[src/hw/umi_pkg.sv]
//####################
// Shared types for the UMI device endpoint: widths, opcodes,
// command and packet layouts, and the local memory port.
// Every RTL file and the testbench reach these by umi_pkg::name
//####################

package umi_pkg;

   //####################
   // Widths
   //####################
   localparam int UMI_AW = 32;       // Byte address
   localparam int UMI_DW = 32;       // One data word per packet
   localparam int UMI_OPW = 5;       // Opcode field

   // Default local memory depth, in words
   localparam int MEM_WORDS_DEFAULT = 64;

   typedef logic [UMI_AW-1:0] umi_addr_t;
   typedef logic [UMI_DW-1:0] umi_data_t;

   //####################
   // Opcodes
   //####################
   // Requests are odd, responses even. Only the three requests
   // below are served, anything else is swallowed by the endpoint
   typedef enum logic [UMI_OPW-1:0] {
      UMI_REQ_READ     = 5'd1,
      UMI_RESP_READ    = 5'd2,
      UMI_REQ_WRPOSTED = 5'd3,       // Write without acknowledge
      UMI_RESP_WRITE   = 5'd4,
      UMI_REQ_WRITE    = 5'd5        // Write with acknowledge
   } umi_opcode_e;

   //####################
   // Command word
   //####################
   // Opcode sits in the low bits; user, len and size are only
   // carried through to the response
   typedef struct packed {
      logic [15:0]        user;
      logic [7:0]         len;
      logic [2:0]         size;
      logic [UMI_OPW-1:0] opcode;
   } umi_cmd_t;

   // Full packet, same layout on the request and response ports
   typedef struct packed {
      umi_cmd_t  cmd;
      umi_addr_t dstaddr;
      umi_addr_t srcaddr;
      umi_data_t data;
   } umi_packet_t;

   //####################
   // Local memory port
   //####################
   // Driven by the endpoint; read and write already carry the
   // request valid and the stall hold-off
   typedef struct packed {
      umi_addr_t addr;
      logic      read;
      logic      write;
      umi_data_t wrdata;
   } loc_req_t;

endpackage

[src/hw/umi_decode.sv]
//####################
// Command decoder for the UMI endpoint. Purely combinational:
// flags the request kind and builds the response command word
//####################

`timescale 1ns/1ns

module umi_decode
(
   input  umi_pkg::umi_cmd_t cmd,
   output logic              is_read,
   output logic              is_write,
   output logic              is_posted,
   output umi_pkg::umi_cmd_t resp_cmd
);

   // Request classification
   // Invalid codes, response codes included, raise no flag
   always_comb
   begin
      is_read   = (cmd.opcode == umi_pkg::UMI_REQ_READ);
      is_write  = (cmd.opcode == umi_pkg::UMI_REQ_WRITE);
      is_posted = (cmd.opcode == umi_pkg::UMI_REQ_WRPOSTED);
   end

   //####################
   // Response command
   //####################
   always_comb
   begin
      resp_cmd = cmd;                                 // Echo user, len, size
      if (is_read)
      begin
         resp_cmd.opcode = umi_pkg::UMI_RESP_READ;
      end
      else
      begin
         // Posted and invalid never get here in a real response,
         // the endpoint does not send one for them
         resp_cmd.opcode = umi_pkg::UMI_RESP_WRITE;
      end
   end

endmodule

[src/hw/umi_endpoint.sv]
//####################
// UMI device endpoint. Takes request packets, drives the local
// memory port and returns read and write-ack responses, holding
// them under back-pressure. REG=1 adds an output register stage
//####################

`timescale 1ns/1ns

module umi_endpoint
#(
   parameter int REG = 0                           // 1 = register response port
)
(
   input  logic                 clk,
   input  logic                 nreset,
   // Request port
   input  umi_pkg::umi_packet_t req,
   input  logic                 req_valid,
   output logic                 req_ready,
   // Response port
   output umi_pkg::umi_packet_t resp,
   output logic                 resp_valid,
   input  logic                 resp_ready,
   // Local memory port
   output umi_pkg::loc_req_t    loc_req,
   input  umi_pkg::umi_data_t   loc_rddata,
   input  logic                 loc_ready
);

   logic                 dec_read;
   logic                 dec_write;
   logic                 dec_posted;
   umi_pkg::umi_cmd_t    dec_resp_cmd;
   logic                 stall;
   logic                 resp_start;
   logic                 loc_resp_vld;             // Memory data due this cycle
   logic                 vld_keep;
   logic                 inner_vld;
   umi_pkg::umi_cmd_t    hdr_cmd;
   umi_pkg::umi_addr_t   hdr_dst;
   umi_pkg::umi_addr_t   hdr_src;
   umi_pkg::umi_data_t   data_keep;
   umi_pkg::umi_data_t   inner_data;
   umi_pkg::umi_packet_t inner_pkt;
   logic                 vld_pipe;
   umi_pkg::umi_packet_t pkt_pipe;

   umi_decode u_decode
   (
      .cmd       (req.cmd),
      .is_read   (dec_read),
      .is_write  (dec_write),
      .is_posted (dec_posted),
      .resp_cmd  (dec_resp_cmd)
   );

   //####################
   // Request side
   //####################
   // Stall while a response sits in the output and the host is not taking it
   assign stall = (REG != 0) ? ((vld_pipe | inner_vld) & ~resp_ready)
                             : (inner_vld & ~resp_ready);

   assign req_ready = loc_ready & ~stall;

   // Memory strobes are held off during a stall so that
   // read/write with ready is exactly an accepted request
   assign loc_req.addr   = req.dstaddr;
   assign loc_req.wrdata = req.data;
   assign loc_req.read   = dec_read & req_valid & ~stall;
   assign loc_req.write  = (dec_write | dec_posted) & req_valid & ~stall;

   assign resp_start = (dec_read | dec_write) & req_valid & req_ready;

   always_ff @(posedge clk or negedge nreset)
   begin
      if (!nreset)
      begin
         loc_resp_vld <= 1'b0;
      end
      else
      begin
         loc_resp_vld <= resp_start;
      end
   end

   // Response header, addresses swapped
   always_ff @(posedge clk)
   begin
      if (resp_start)
      begin
         hdr_cmd <= dec_resp_cmd;
         hdr_dst <= req.srcaddr;
         hdr_src <= req.dstaddr;
      end
   end

   //####################
   // Back-pressure hold
   //####################
   // Read data only lives one cycle at the memory output
   always_ff @(posedge clk)
   begin
      if (loc_resp_vld)
      begin
         data_keep <= loc_rddata;
      end
   end

   always_ff @(posedge clk or negedge nreset)
   begin
      if (!nreset)
      begin
         vld_keep <= 1'b0;
      end
      else if (loc_resp_vld & ~resp_ready)
      begin
         vld_keep <= 1'b1;                         // Host not ready, hold on
      end
      else if (resp_ready)
      begin
         vld_keep <= 1'b0;
      end
   end

   assign inner_vld  = loc_resp_vld | vld_keep;
   assign inner_data = loc_resp_vld ? loc_rddata : data_keep;
   assign inner_pkt  = '{cmd: hdr_cmd, dstaddr: hdr_dst, srcaddr: hdr_src, data: inner_data};

   //####################
   // Optional output stage
   //####################
   always_ff @(posedge clk or negedge nreset)
   begin
      if (!nreset)
      begin
         vld_pipe <= 1'b0;
      end
      else if (resp_ready)
      begin
         vld_pipe <= inner_vld;
      end
   end

   always_ff @(posedge clk)
   begin
      if (resp_ready)
      begin
         pkt_pipe <= inner_pkt;
      end
   end

   assign resp_valid = (REG != 0) ? vld_pipe : inner_vld;
   assign resp       = (REG != 0) ? pkt_pipe : inner_pkt;

   // A stalled response keeps both valid and contents
   a_resp_hold: assert property (@(posedge clk) disable iff (!nreset)
      resp_valid && !resp_ready |=> resp_valid && $stable(resp));

   // Write recovery in the memory blocks the request port for a cycle
   a_no_accept_recovery: assert property (@(posedge clk) disable iff (!nreset)
      req_valid && req_ready && loc_req.write |=> !req_ready);

endmodule

[src/hw/umi_mem.sv]
//####################
// Word-addressed local memory behind the UMI endpoint.
// Reads return one cycle after the accepted edge; every write
// drops ready for one cycle to model write recovery
//####################

`timescale 1ns/1ns

module umi_mem
#(
   parameter int MEM_WORDS = umi_pkg::MEM_WORDS_DEFAULT   // Power of two, >= 4
)
(
   input  logic               clk,
   input  logic               nreset,
   input  umi_pkg::loc_req_t  loc_req,
   output umi_pkg::umi_data_t rddata,
   output logic               ready
);

   localparam int IDX_W = $clog2(MEM_WORDS);

   umi_pkg::umi_data_t mem_q [MEM_WORDS];
   logic [IDX_W-1:0]   idx;
   logic               busy;
   logic               rd_acc;
   logic               wr_acc;

   // Word index, byte offset dropped, wraps at MEM_WORDS
   assign idx = loc_req.addr[IDX_W+1:2];

   assign ready  = ~busy;
   assign rd_acc = loc_req.read & ready;
   assign wr_acc = loc_req.write & ready;

   //####################
   // Storage
   //####################
   always_ff @(posedge clk)
   begin
      if (wr_acc)
      begin
         mem_q[idx] <= loc_req.wrdata;
      end
      if (rd_acc)
      begin
         rddata <= mem_q[idx];                     // Held until next read
      end
   end

   // Write recovery
   always_ff @(posedge clk or negedge nreset)
   begin
      if (!nreset)
      begin
         busy <= 1'b0;
      end
      else
      begin
         busy <= wr_acc;
      end
   end

   // The endpoint decodes one opcode at a time
   a_rd_wr_excl: assert property (@(posedge clk) disable iff (!nreset)
      !(loc_req.read && loc_req.write));

endmodule

[src/hw/umi_top.sv]
//####################
// Top level of the UMI device: endpoint plus local memory.
// REG and MEM_WORDS are set here and handed down
//####################

`timescale 1ns/1ns

module umi_top
#(
   parameter int REG       = 0,
   parameter int MEM_WORDS = umi_pkg::MEM_WORDS_DEFAULT
)
(
   input  logic                 clk,
   input  logic                 nreset,
   input  umi_pkg::umi_packet_t req,
   input  logic                 req_valid,
   output logic                 req_ready,
   output umi_pkg::umi_packet_t resp,
   output logic                 resp_valid,
   input  logic                 resp_ready
);

   umi_pkg::loc_req_t  loc_req;
   umi_pkg::umi_data_t loc_rddata;
   logic               loc_ready;

   umi_endpoint #(.REG(REG)) u_endpoint
   (
      .clk        (clk),
      .nreset     (nreset),
      .req        (req),
      .req_valid  (req_valid),
      .req_ready  (req_ready),
      .resp       (resp),
      .resp_valid (resp_valid),
      .resp_ready (resp_ready),
      .loc_req    (loc_req),
      .loc_rddata (loc_rddata),
      .loc_ready  (loc_ready)
   );

   umi_mem #(.MEM_WORDS(MEM_WORDS)) u_mem
   (
      .clk     (clk),
      .nreset  (nreset),
      .loc_req (loc_req),
      .rddata  (loc_rddata),
      .ready   (loc_ready)
   );

endmodule

[config.mk]
export PLATFORM = sky130hd
export DESIGN_NAME = umi_top
export DESIGN_NICKNAME = d
export VERILOG_FILES = /design/src/hw/umi_pkg.sv /design/src/hw/umi_decode.sv /design/src/hw/umi_endpoint.sv /design/src/hw/umi_mem.sv /design/src/hw/umi_top.sv
export SDC_FILE = /design/constraint.sdc
export NUM_CORES = 2
export LEC_CHECK = 0
export ABC_CLOCK_PERIOD_IN_PS = 9700
export BUFFER_PORTS_ARGS = -buffer_cell sky130_fd_sc_hd__buf_2
export CELL_PAD_IN_SITES_DETAIL_PLACEMENT = 0
export CELL_PAD_IN_SITES_GLOBAL_PLACEMENT = 1
export CORE_MARGIN = 1
export CORE_UTILIZATION = 55
export CTS_CLUSTER_DIAMETER = 150
export DETAILED_ROUTE_END_ITERATION = 10
export PLACE_DENSITY = 0.82
export SYNTH_ARGS = -nofsm -noshare
export SYNTH_HDL_FRONTEND = slang
export SYNTH_HIERARCHICAL = 1
export SYNTH_SLANG_ARGS = --single-unit
export TNS_END_PERCENT = 100
[constraint.sdc]
create_clock -name clk -period 9.7 [get_ports clk]
set_input_delay 0.97 -clock clk [delete_from_list [all_inputs] [get_ports clk]]
set_output_delay 0.97 -clock clk [all_outputs]
set_load 0.01 [all_outputs]
==> impl_metrics.json <==
{
  "status": "finished, violations left",
  "violations": "max-capacitance violations, max-slew violations",
  "cp-startpoint": "req[68]",
  "pwr-share-clk_pct": 41.3,
  "wire_per_inst_um": 37.2,
  "rsz0062_at_grt": "no",
  "firstDrtPassIters": 6,
  "startpoint_type": "input pin",
  "slew-limit-headroom_pct": -4.31,
  "max_freq_mhz": 194,
  "p_sw_mw": 4.47,
  "grt.overflow.total": 0,
  "drt_wl_total_um": 260000,
  "tightest_slew_ns": 1.55,
  "place.gp.congestion": 0.983,
  "drtIter0Drc": 8224,
  "cts_root_buf": "clkbuf_16",
  "synth_cells": 4606,
  "seqPwrFrac_pct": 52.7,
  "period_needed_ns": 5.15,
  "initial_core_util_pct": 55.5,
  "cts_max_level": 4,
  "core_area_mm2": 0.150,
  "syn2layout_area_growth_pct": 12.4,
  "critPathRequiredTime_ns": 10.31,
  "clockBufferDepth": 3,
  "gr-usage-all-layers_pct": 33.8,
  "grt_pass1_vias": 46200,
  "p_leak_nw": 29.3,
  "postRouteAntennaNets": 0,
  "synth.cell_area_mm2": 0.0832,
  "worstPathArrival_ns": 5.76,
  "via_per_inst": 7.15,
  "io_pins": 262,
  "cts_setup_buffers": 0,
  "synth.avg_cell_area_um2": 18.1,
  "r2r_setup_slack_ns": 5.87,
  "final_cell_mix": "edfxtp_1, a221oi_1, a22oi_1, buf_2, clkbuf_16",
  "cts.sinks": 2211,
  "route.detailed.drc": 0,
  "combPwrFrac_pct": 5.9,
  "holdCritStartpoint": "req[115]",
  "crit_type": "in -> reg",
  "cap_violations": 2,
  "reg2reg_depth": 6,
  "tns_ns": 0,
  "vias": 50000,
  "switching_share_pct": 22.3,
  "die_width_um": 391,
  "insertion_delay_ns": 0.87,
  "nNetsFinal": 4905,
  "cts_tree": "done",
  "grt_pass1_wl_um": 359000,
  "hold_path_depth": 1,
  "hp-class": "in -> reg",
  "final_common_cell": "edfxtp_1",
  "place_area_mm2": 0.0865,
  "port_buffers": 261,
  "setup_violations": 0,
  "cts_buffers": 210,
  "rows": 142,
  "ys_warn_count": 6,
  "clkTransAtPathRegs_ns": 0.06,
  "hold_viol_final": 0,
  "cp-end-kind": "flip-flop",
  "maxSlewViolCount": 2,
  "finalInstanceArea_mm2": 0.0935,
  "hold_ws_ns": 0.286,
  "r2r_start": "u_endpoint/loc_resp_vld",
  "fin_skew_ns": 0.0507,
  "peakVddDrop_mv": 0.211,
  "drive_gt1_share_pct": 18.7,
  "die_y_um": 391,
  "power.density_mw_per_mm2": 214,
  "period_share_pct": 53.1,
  "antenna_found_initial": 29,
  "die_area_mm2": 0.153,
  "grt_max_degree": 129,
  "crit_fanout": 99,
  "intPower_mw": 15.6,
  "dp_hpwl_um": 148000
}
-- timing repair --
action	CTS	global route
endpoints found under the hold margin	3	0
gates resized for setup	0	0
hold buffers	1	0
-- flip-flops by register name, summed over array words and instances, names as in the netlist --
name,count
u_mem/mem_q,2048
u_endpoint/data_keep,32
u_endpoint/hdr_dst,32
u_endpoint/hdr_src,32
u_endpoint/resp,32
u_mem/rddata,32
u_endpoint/loc_resp_vld,1
u_endpoint/vld_keep,1
u_mem/busy,1
-- layout make-up --
cell class | instances | area [um^2]
timing repair buffer | 361 | 2240
sequential | 2211 | 66100
clock inverter | 126 | 1320
tap | 2016 | 2520
fill | 10300 | 56400
clock buffer | 268 | 5650
antenna | 15 | 37.5
inverter | 5 | 26.3
multi-input combinational | 1984 | 15700
-- through the flow --
step | worst slack (ns) | utilization, % | total power [mW] | std cells
floorplan | 3.61 | - | 11.4 | 4608
global placement | 4.35 | 57.7 | 11.9 | 6576
detailed placement | 4.28 | 57.7 | 11.9 | 6576
CTS | 5.20 | 62.3 | 20.0 | 6971
global route | 4.74 | 62.3 | 20.4 | 6972
finish | 4.55 | 62.4 | 20.0 | 6986
-- power groups by stage --
stage               clock network, mW  logic, mW  registers [mW]
floorplan                           0      0.620            10.7
global placement                    0       1.12            10.8
detailed placement                  0       1.14            10.8
CTS                              8.32       1.15            10.6
global route                     8.66       1.21            10.6
finish                           8.28       1.19            10.6
-- final timing paths --
check,end
max,u_mem/rddata[14]
min,u_endpoint/resp[115]
max reg2reg,u_mem/mem_q[38][3]
min in group asynchronous,u_mem/busy
min reg2reg,u_endpoint/data_keep[16]
max in group asynchronous,u_endpoint/loc_resp_vld
-- worst max-delay path, cell delays in order --
cell and delay (ns):
buf_8 0.38, buf_12 0.53, inv_4 0.32, buf_4 0.43, nand2_1 0.47, o22ai_1 0.21, nor4_1 1.19, nand4_1 0.50
a221o_1 0.41
-- per-layer routing --
metal | wire (um) | share of wire, % | GRT usage, %
met1 | 87900 | 34 | 44.6
met5 | 158 | 0.061 | 0
met4 | 17700 | 6.8 | 19.3
met2 | 111000 | 43 | 48.4
met3 | 42800 | 16 | 12.7
(Power assumes the default switching activity.)
